<file path="src/hdl/axi4s_macros.svh">
/*
 * Width parameters for the packet drop stage.
 * Included by the packages and by modules that size ports directly.
 */

`ifndef AXI4S_MACROS_SVH
`define AXI4S_MACROS_SVH

// stream side.
`define AXI4S_DATA_BYTES 4
`define AXI4S_TUSER_W    4

// register bus side.
`define AXIL_ADDR_W      4
`define AXIL_DATA_W      32

`endif
</file>
<file path="src/hdl/axi4l_pkg.sv">
/*
 * AXI4-Lite types for the drop statistics register block.
 */

`include "axi4s_macros.svh"

package axi4l_pkg;

   // register offsets.
   typedef enum logic [`AXIL_ADDR_W-1:0] {
      REG_DROP_PKTS  = 'h0,
      REG_DROP_BYTES = 'h4,
      REG_CTRL       = 'h8
   } drop_reg_e;

   typedef enum logic [1:0] {
      OKAY   = 2'b00,
      SLVERR = 2'b10
   } axil_resp_e;

   typedef logic [`AXIL_DATA_W-1:0] axil_data_t;

endpackage

</file>
<file path="src/hdl/axi4s_pkg.sv">
/*
 * Stream types for the packet drop stage.
 * Shared by the stream interface, the filter, the probe and the testbench.
 */

`include "axi4s_macros.svh"

package axi4s_pkg;

   typedef logic [`AXI4S_DATA_BYTES*8-1:0] tdata_t;
   typedef logic [`AXI4S_DATA_BYTES-1:0]   tkeep_t;
   typedef logic [`AXI4S_TUSER_W-1:0]      tuser_t;

   // one stream beat, as held in the skid buffer.
   typedef struct packed {
      tdata_t tdata;
      tkeep_t tkeep;
      logic   tlast;
      tuser_t tuser;
   } axi4s_word_t;

   // drop statistics, wrap on overflow.
   typedef logic [31:0] byte_cnt_t;

endpackage

</file>
<file path="src/hdl/axi4s_intf.sv">
/*
 * AXI4-Stream link between blocks of the drop stage.
 * The tx side drives valid and the beat, the rx side drives ready.
 */

`timescale 1ns/1ps

interface axi4s_intf
   import axi4s_pkg::*;
();

   logic        tvalid;
   logic        tready;
   axi4s_word_t word;

   // sender side.
   modport tx (
      output tvalid,
      output word,
      input  tready
   );

   // receiver side.
   modport rx (
      input  tvalid,
      input  word,
      output tready
   );

endinterface

</file>
<file path="src/hdl/axi4s_drop_top.sv">
/*
 * Packet drop stage for the egress stream.
 * Filter, output skid buffer, drop statistics and their AXI4-Lite
 * register block, all on plain ports.
 */

`timescale 1ns/1ps

`include "axi4s_macros.svh"

module axi4s_drop_top
   import axi4s_pkg::*;
   import axi4l_pkg::*;
(
   input  logic                    axi4s_in,
   input  logic                    rst,
   input  logic                    in_tvalid,
   output logic                    in_tready,
   input  tdata_t                  in_tdata,
   input  tkeep_t                  in_tkeep,
   input  logic                    in_tlast,
   input  tuser_t                  in_tuser,
   output logic                    out_tvalid,
   input  logic                    out_tready,
   output tdata_t                  out_tdata,
   output tkeep_t                  out_tkeep,
   output logic                    out_tlast,
   output tuser_t                  out_tuser,
   input  logic                    drop_pkt,
   input  logic                    awvalid,
   input  logic [`AXIL_ADDR_W-1:0] awaddr,
   input  logic                    wvalid,
   input  axil_data_t              wdata,
   input  logic                    bready,
   input  logic                    arvalid,
   input  logic [`AXIL_ADDR_W-1:0] araddr,
   input  logic                    rready,
   output logic                    awready,
   output logic                    wready,
   output logic                    bvalid,
   output axil_resp_e              bresp,
   output logic                    arready,
   output logic                    rvalid,
   output axil_data_t              rdata,
   output axil_resp_e              rresp
);

   axi4s_intf in_if ();
   axi4s_intf filt_if ();
   axi4s_intf out_if ();

   logic      drop_beat;
   tkeep_t    drop_keep;
   logic      drop_last;
   logic      cnt_clear;
   byte_cnt_t pkt_cnt;
   byte_cnt_t byte_cnt;

   // --------------------------------------------------
   // stream ports onto the internal links.
   // --------------------------------------------------
   assign in_if.tvalid     = in_tvalid;
   assign in_if.word.tdata = in_tdata;
   assign in_if.word.tkeep = in_tkeep;
   assign in_if.word.tlast = in_tlast;
   assign in_if.word.tuser = in_tuser;
   assign in_tready        = in_if.tready;

   assign out_tvalid    = out_if.tvalid;
   assign out_tdata     = out_if.word.tdata;
   assign out_tkeep     = out_if.word.tkeep;
   assign out_tlast     = out_if.word.tlast;
   assign out_tuser     = out_if.word.tuser;
   assign out_if.tready = out_tready;

   // --------------------------------------------------
   // blocks.
   // --------------------------------------------------
   axi4s_drop i_drop (
      .in_if     (in_if),
      .filt_if   (filt_if),
      .drop_pkt  (drop_pkt),
      .drop_beat (drop_beat),
      .drop_keep (drop_keep),
      .drop_last (drop_last),
      .axi4s_in  (axi4s_in),
      .rst       (rst)
   );

   axi4s_full_pipe i_out_pipe (
      .axi4s_in (axi4s_in),
      .rst      (rst),
      .up_if    (filt_if),
      .dn_if    (out_if)
   );

   axi4s_probe i_probe (
      .axi4s_in  (axi4s_in),
      .rst       (rst),
      .drop_beat (drop_beat),
      .drop_keep (drop_keep),
      .drop_last (drop_last),
      .cnt_clear (cnt_clear),
      .pkt_cnt   (pkt_cnt),
      .byte_cnt  (byte_cnt)
   );

   axi4l_drop_regs i_regs (
      .axi4s_in  (axi4s_in),
      .rst       (rst),
      .awvalid   (awvalid),
      .awaddr    (awaddr),
      .wvalid    (wvalid),
      .wdata     (wdata),
      .bready    (bready),
      .arvalid   (arvalid),
      .araddr    (araddr),
      .rready    (rready),
      .awready   (awready),
      .wready    (wready),
      .bvalid    (bvalid),
      .bresp     (bresp),
      .arready   (arready),
      .rvalid    (rvalid),
      .rdata     (rdata),
      .rresp     (rresp),
      .cnt_clear (cnt_clear),
      .pkt_cnt   (pkt_cnt),
      .byte_cnt  (byte_cnt)
   );

endmodule

</file>
<file path="src/hdl/axi4l_drop_regs.sv">
/*
 * AXI4-Lite slave for the drop statistics.
 * Reads back the counters, a write of 1 to bit 0 of the control register
 * clears them. One transaction is handled at a time.
 */

`timescale 1ns/1ps

`include "axi4s_macros.svh"

module axi4l_drop_regs
   import axi4s_pkg::*;
   import axi4l_pkg::*;
(
   input  logic                    axi4s_in,
   input  logic                    rst,
   input  logic                    awvalid,
   input  logic [`AXIL_ADDR_W-1:0] awaddr,
   input  logic                    wvalid,
   input  axil_data_t              wdata,
   input  logic                    bready,
   input  logic                    arvalid,
   input  logic [`AXIL_ADDR_W-1:0] araddr,
   input  logic                    rready,
   output logic                    awready,
   output logic                    wready,
   output logic                    bvalid,
   output axil_resp_e              bresp,
   output logic                    arready,
   output logic                    rvalid,
   output axil_data_t              rdata,
   output axil_resp_e              rresp,
   output logic                    cnt_clear,
   input  byte_cnt_t               pkt_cnt,
   input  byte_cnt_t               byte_cnt
);

   typedef enum logic [1:0] {IDLE, WRESP, RRESP} state_e;

   state_e state;
   logic   wr_go;
   logic   rd_go;

   // writes win when both arrive together.
   assign wr_go   = (state == IDLE) && awvalid && wvalid;
   assign rd_go   = (state == IDLE) && arvalid && !(awvalid && wvalid);
   assign awready = wr_go;
   assign wready  = wr_go;
   assign arready = rd_go;
   assign bvalid  = (state == WRESP);
   assign rvalid  = (state == RRESP);

   // --------------------------------------------------
   // control FSM.
   // --------------------------------------------------
   always_ff @(posedge axi4s_in) begin
      if (rst) begin
         state     <= IDLE;
         cnt_clear <= 1'b0;
      end else begin
         cnt_clear <= 1'b0;
         case (state)
            IDLE: begin
               if (wr_go) begin
                  state     <= WRESP;
                  cnt_clear <= (awaddr == REG_CTRL) && wdata[0];
               end else if (rd_go) begin
                  state <= RRESP;
               end
            end
            WRESP:   if (bready) state <= IDLE;
            RRESP:   if (rready) state <= IDLE;
            default: state <= IDLE;
         endcase
      end
   end

   // --------------------------------------------------
   // response data.
   // --------------------------------------------------
   always_ff @(posedge axi4s_in) begin
      if (wr_go) begin
         case (awaddr)
            REG_DROP_PKTS, REG_DROP_BYTES, REG_CTRL: bresp <= OKAY;
            default:                                 bresp <= SLVERR;
         endcase
      end
      if (rd_go) begin
         rresp <= OKAY;
         case (araddr)
            REG_DROP_PKTS:  rdata <= pkt_cnt;
            REG_DROP_BYTES: rdata <= byte_cnt;
            REG_CTRL:       rdata <= '0;
            default: begin
               rdata <= '0;
               rresp <= SLVERR;
            end
         endcase
      end
   end

endmodule

</file>
<file path="src/hdl/axi4s_probe.sv">
/*
 * Drop statistics, counting dropped packets and dropped bytes.
 */

`timescale 1ns/1ps

module axi4s_probe
   import axi4s_pkg::*;
(
   input  logic      axi4s_in,
   input  logic      rst,
   input  logic      drop_beat,
   input  tkeep_t    drop_keep,
   input  logic      drop_last,
   input  logic      cnt_clear,
   output byte_cnt_t pkt_cnt,
   output byte_cnt_t byte_cnt
);

   byte_cnt_t beat_bytes;

   // valid bytes in the dropped beat.
   assign beat_bytes = byte_cnt_t'($countones(drop_keep));

   always_ff @(posedge axi4s_in) begin
      if (rst || cnt_clear) begin
         pkt_cnt  <= '0;
         byte_cnt <= '0;
      end else if (drop_beat) begin
         byte_cnt <= byte_cnt + beat_bytes;
         if (drop_last)
            pkt_cnt <= pkt_cnt + 1'b1;
      end
   end

endmodule

</file>
<file path="src/hdl/axi4s_drop.sv">
/*
 * Packet filter for the egress stream.
 * From drop_pkt through the end of the current packet every beat is
 * discarded, and each discarded beat is reported to the probe.
 */

`timescale 1ns/1ps

module axi4s_drop
   import axi4s_pkg::*;
(
   axi4s_intf.rx  in_if,
   axi4s_intf.tx  filt_if,
   input  logic   drop_pkt,
   output logic   drop_beat,
   output tkeep_t drop_keep,
   output logic   drop_last,
   input  logic   axi4s_in,
   input  logic   rst
);

   logic drop_latch;
   logic drop;
   logic in_take;

   assign in_take = in_if.tvalid && in_if.tready;

   // end of packet wins over a new request in the same cycle.
   always_ff @(posedge axi4s_in) begin
      if (rst)
         drop_latch <= 1'b0;
      else if (in_take && in_if.word.tlast)
         drop_latch <= 1'b0;
      else if (drop_pkt)
         drop_latch <= 1'b1;
   end

   assign drop = drop_pkt || drop_latch;

   // --------------------------------------------------
   // stream path.
   // --------------------------------------------------

   // dropped beats drain regardless of downstream back-pressure.
   assign in_if.tready   = filt_if.tready || drop;
   assign filt_if.tvalid = in_if.tvalid && !drop;
   assign filt_if.word   = in_if.word;

   // --------------------------------------------------
   // probe report.
   // --------------------------------------------------
   assign drop_beat = in_take && drop;
   assign drop_keep = in_if.word.tkeep;
   assign drop_last = in_if.word.tlast;

endmodule

</file>
<file path="src/hdl/axi4s_full_pipe.sv">
/*
 * Two-entry skid buffer for the stream.
 * Registers valid, ready and data while sustaining one beat per cycle.
 */

`timescale 1ns/1ps

module axi4s_full_pipe
   import axi4s_pkg::*;
(
   input logic   axi4s_in,
   input logic   rst,
   axi4s_intf.rx up_if,
   axi4s_intf.tx dn_if
);

   axi4s_word_t main_word;
   axi4s_word_t skid_word;
   logic        main_valid;
   logic        skid_valid;
   logic        up_take;
   logic        dn_take;

   // ready only depends on whether the spare entry is free.
   assign up_if.tready = !skid_valid;
   assign up_take      = up_if.tvalid && !skid_valid;
   assign dn_take      = main_valid && dn_if.tready;

   assign dn_if.tvalid = main_valid;
   assign dn_if.word   = main_word;

   // --------------------------------------------------
   // fill level.
   // --------------------------------------------------
   always_ff @(posedge axi4s_in) begin
      if (rst) begin
         main_valid <= 1'b0;
         skid_valid <= 1'b0;
      end else if (skid_valid) begin
         // full, so only the output side can move.
         if (dn_take)
            skid_valid <= 1'b0;
      end else if (up_take) begin
         main_valid <= 1'b1;
         if (main_valid && !dn_take)
            skid_valid <= 1'b1;
      end else if (dn_take) begin
         main_valid <= 1'b0;
      end
   end

   // --------------------------------------------------
   // payload.
   // --------------------------------------------------
   always_ff @(posedge axi4s_in) begin
      if (skid_valid) begin
         if (dn_take)
            main_word <= skid_word;
      end else if (up_take) begin
         if (main_valid && !dn_take)
            skid_word <= up_if.word;
         else
            main_word <= up_if.word;
      end
   end

endmodule

</file>
<file path="config.mk">
export PLATFORM = sky130hd
export DESIGN_NAME = axi4s_drop_top
export DESIGN_NICKNAME = d
export VERILOG_FILES = /design/src/hdl/axi4l_pkg.sv /design/src/hdl/axi4s_pkg.sv /design/src/hdl/axi4s_intf.sv /design/src/hdl/axi4s_drop_top.sv /design/src/hdl/axi4l_drop_regs.sv /design/src/hdl/axi4s_probe.sv /design/src/hdl/axi4s_drop.sv /design/src/hdl/axi4s_full_pipe.sv
export VERILOG_INCLUDE_DIRS = /design/src /design/src/hdl
export SDC_FILE = /design/constraint.sdc
export NUM_CORES = 1
export LEC_CHECK = 0
export ABC_AREA = 1
export BUFFER_PORTS_ARGS = -buffer_cell sky130_fd_sc_hd__clkbuf_2
export CAP_MARGIN = 20
export CELL_PAD_IN_SITES_DETAIL_PLACEMENT = 0
export CELL_PAD_IN_SITES_GLOBAL_PLACEMENT = 1
export CORE_MARGIN = 8
export CORE_UTILIZATION = 25
export DETAILED_ROUTE_END_ITERATION = 12
export HOLD_SLACK_MARGIN = 0.12
export MAX_ROUTING_LAYER = met4
export PLACE_DENSITY = 0.54
export SLEW_MARGIN = 40
export SYNTH_ARGS = -nofsm -noshare
export SYNTH_HDL_FRONTEND = slang
export SYNTH_SLANG_ARGS = --single-unit
</file>
<file path="constraint.sdc">
create_clock -name axi4s_in -period 3.16 [get_ports axi4s_in]
set_input_delay 0.474 -clock axi4s_in [delete_from_list [all_inputs] [get_ports axi4s_in]]
set_output_delay 0.474 -clock axi4s_in [all_outputs]
set_load 0.01 [all_outputs]
</file>
==> results.ini <==
[placed_design]
port_buffers = 141
place_inst = 1508
dp_slack_ns = 0.0861
finalWeightedCongestion = 0.786
post-dp-hpwl_um = 17000

[floorplanning]
die_w_um = 197
core_um2 = 32500
die_h_um = 197
row_count = 66
io_pins = 175
start_util = 0.253
die_area_um2 = 38900

[cells_and_area]
drive_gt1_frac = 0.187
layout.cells.non_filler = 1540
antenna_cells = 0
fin_nets = 1184
area_growth_pct = 22.8

[global_routing]
grt_remaining_overflow = 0
antenna_found_initial = 0
grt_usage = 0.124
grt_start_max_net_pins = 43
grt_pass1_wl_um = 36500
grt_pass1_vias = 6569

[clock_tree]
post_cts_buffers = 0
cts-root-buf = clkbuf_16
cts_resized = 0
cts_hold_buf = 0
htree_num_levels = 4
clock_latency_ns = 0.44
clkSlewWorstSetupHoldPaths_ns = 0.08
cts_tree = yes
numClockSinks = 186
clockBufferDepth = 2
cts_inserted_buffers = 17

[sta]
fin_hold_ws_ns = 0.224
timing_hold_violations_final = 0
skew_ns = 0.0124
relSlewSlack = 0.541
finalSetupTns_ns = 0
period_minus_slack_ns = 2.64
max_slew.worst_pin.slew_ns = 0.685
setup_violations = 0
max_freq_mhz = 379
final-max-slew-violation-count = 0
rsz0062_at_grt = false
fin_ws_ns = 0.524
min_period_over_period = 0.834

[setup_path]
r2r_cells = 13
crit_arrival_ns = 2.97
cp-end-kind = flip-flop
startpoint_type = flip-flop
crit_path_max_fanout = 4
crit_type = flip-flop to flip-flop
required_ns = 3.50

[job]
maxCapViolCount = 0

[synth]
synth.distinct_cells = 35
yosys_most_used_dff = edfxtp_1
ys_seq_elements = 186
synth_area_per_cell_um2 = 8.77
synthTopCellsByArea = edfxtp_1 (42%), dfxtp_1 (17%), nand2_1 (13%)
synth_area_um2 = 8210
synth.largest_area_cell = edfxtp_1
synth_edf_count = 116
synthArstFlopShare = 0
ys_seq_area_frac = 0.595
synth.top_cell.area_share = 0.424
yosys_warnings = 0
syn_inst = 936

[routing]
wire_per_inst_um = 15.0
drt_iter0_drc = 255
wirelength_um = 23100
vias = 6500
drtPass1Iterations = 4
ant_nets = 0
avgViaCountPerCell = 4.22
drc = 0

[power]
pwr_density_cell_nw_per_um2 = 515
netSwitchingFraction = 0.234
comb_power_share = 0.059
leakage_nw = 3.92
power_frac_clock = 0.428
seqPwrFrac = 0.513
ir_drop_mv = 0.353
p_switching_w = 0.00121
internal-power_w = 0.00398

[worst_hold_path]
min_path_type = input pin to flip-flop
holdPathStages = 2

[run_status]
outcome = finished clean

## state kept, by name, indices dropped and copies added, names as in the netlist
signal,cells
i_out_pipe.dn_if.word,41
i_regs.state,2
i_regs.bresp,1
i_regs.cnt_clear,1
i_probe.pkt_cnt,32
i_regs.rdata,32
i_out_pipe.skid_word,41
i_out_pipe.skid_valid,1
i_probe.byte_cnt,32
i_regs.rresp,1
i_out_pipe.dn_if.tvalid,1
i_drop.drop_latch,1
## worst max-delay path, stage by stage, from the launching register on
cell     delay, ns
dfxtp_1       0.31
inv_1         0.07
fa_1          0.47
inv_1         0.07
ha_1          0.17
inv_1         0.06
fa_1          0.35
inv_1         0.11
nand3_1       0.14
nor2_2        0.24
nand3_1       0.17
inv_1         0.14
nand3_1       0.07
and3_1        0.16
## cells in the mapped netlist, drive strengths merged (2+ instances only)
master  number
fa           3
nor2       107
xor2         2
nand3       43
o22ai       32
nor3        27
nand2      280
nand4       18
dfxtp       70
a31oi        2
ha           5
a21oi       34
nor4         2
o21ai       28
buf          5
edfxtp     116
clkinv       3
o21a         2
inv        131
clkbuf      19
## cells by family (layout without fill, tap and decap cells)
| kind of cell | count (synthesis) | count (layout) | share of synthesized area |
|---|---|---|---|
| AO/OA/AOI/OAI | 101 | 101 | 0.0684 |
| adder cells (fa/ha/maj) | 8 | 8 | 0.0149 |
| buffers and inverters | 158 | 319 | 0.0737 |
| flip-flops | 186 | 186 | 0.595 |
| AND/OR/NAND/NOR | 480 | 480 | 0.246 |
| XOR/XNOR | 2 | 2 | 0.00213 |
| other | 1 | 2 | 0.000457 |
## path summary, 6_finish.rpt
path / start / to / slack, ns
worst min register to register: i_probe.pkt_cnt[31] / i_probe.pkt_cnt[31] / 0.48
worst max register to register: i_probe.byte_cnt[1] / i_probe.byte_cnt[17] / 0.52
worst min-delay path: awaddr[0] / i_regs.cnt_clear / 0.22
worst max-delay path: i_probe.byte_cnt[1] / i_probe.byte_cnt[17] / 0.52
## cell type report
type	count	area [µm²]
fillers	3495	22400
flip-flops and latches	186	4880
multi-input cells	593	2740
repair buffers	153	796
well taps	442	553
inverters	134	503
clock buffers	18	450
clock inverters	14	160
## placed cells by master, fill, tap and decap left out, types with 6 or more instances in the layout
cell | Yosys | final
buf_4 | 3 | 12
o21ai_0 | 27 | 27
clkbuf_16 | 0 | 18
inv_1 | 128 | 127
edfxtp_1 | 116 | 116
nor2_1 | 98 | 96
nor3_1 | 25 | 25
nor2_4 | 5 | 6
nand3_1 | 43 | 43
dfxtp_1 | 70 | 70
o22ai_1 | 32 | 32
nand4_1 | 18 | 18
nand2_1 | 276 | 276
clkbuf_2 | 0 | 141
a21oi_1 | 34 | 34
## power by group through the flow
stage	Clock [W]	Sequential [W]	Combinational (W)
after floorplan	0	0.00275	0.000130
after global placement	0	0.00272	0.000315
after detailed placement	0	0.00272	0.000315
after CTS	0.00232	0.00267	0.000316
after global routing	0.00240	0.00267	0.000347
final	0.00223	0.00267	0.000305
## per-stage QoR
stage          utilization  total power (W)  cell area (µm²)
6_report             0.311          0.00520            10100
5_1_grt              0.311          0.00542            10100
4_1_cts              0.311          0.00530            10100
3_5_place_dp         0.292          0.00304             9470
3_3_place_gp         0.292          0.00304             9470
2_1_floorplan            -          0.00288             8220
## metal layers
metal  GRT usage  share of wire
met4      0.0351          0.011
met5           -              0
met2       0.189           0.44
met3      0.0264          0.045
met1       0.163           0.50
Power figures use the tool's default switching activity.
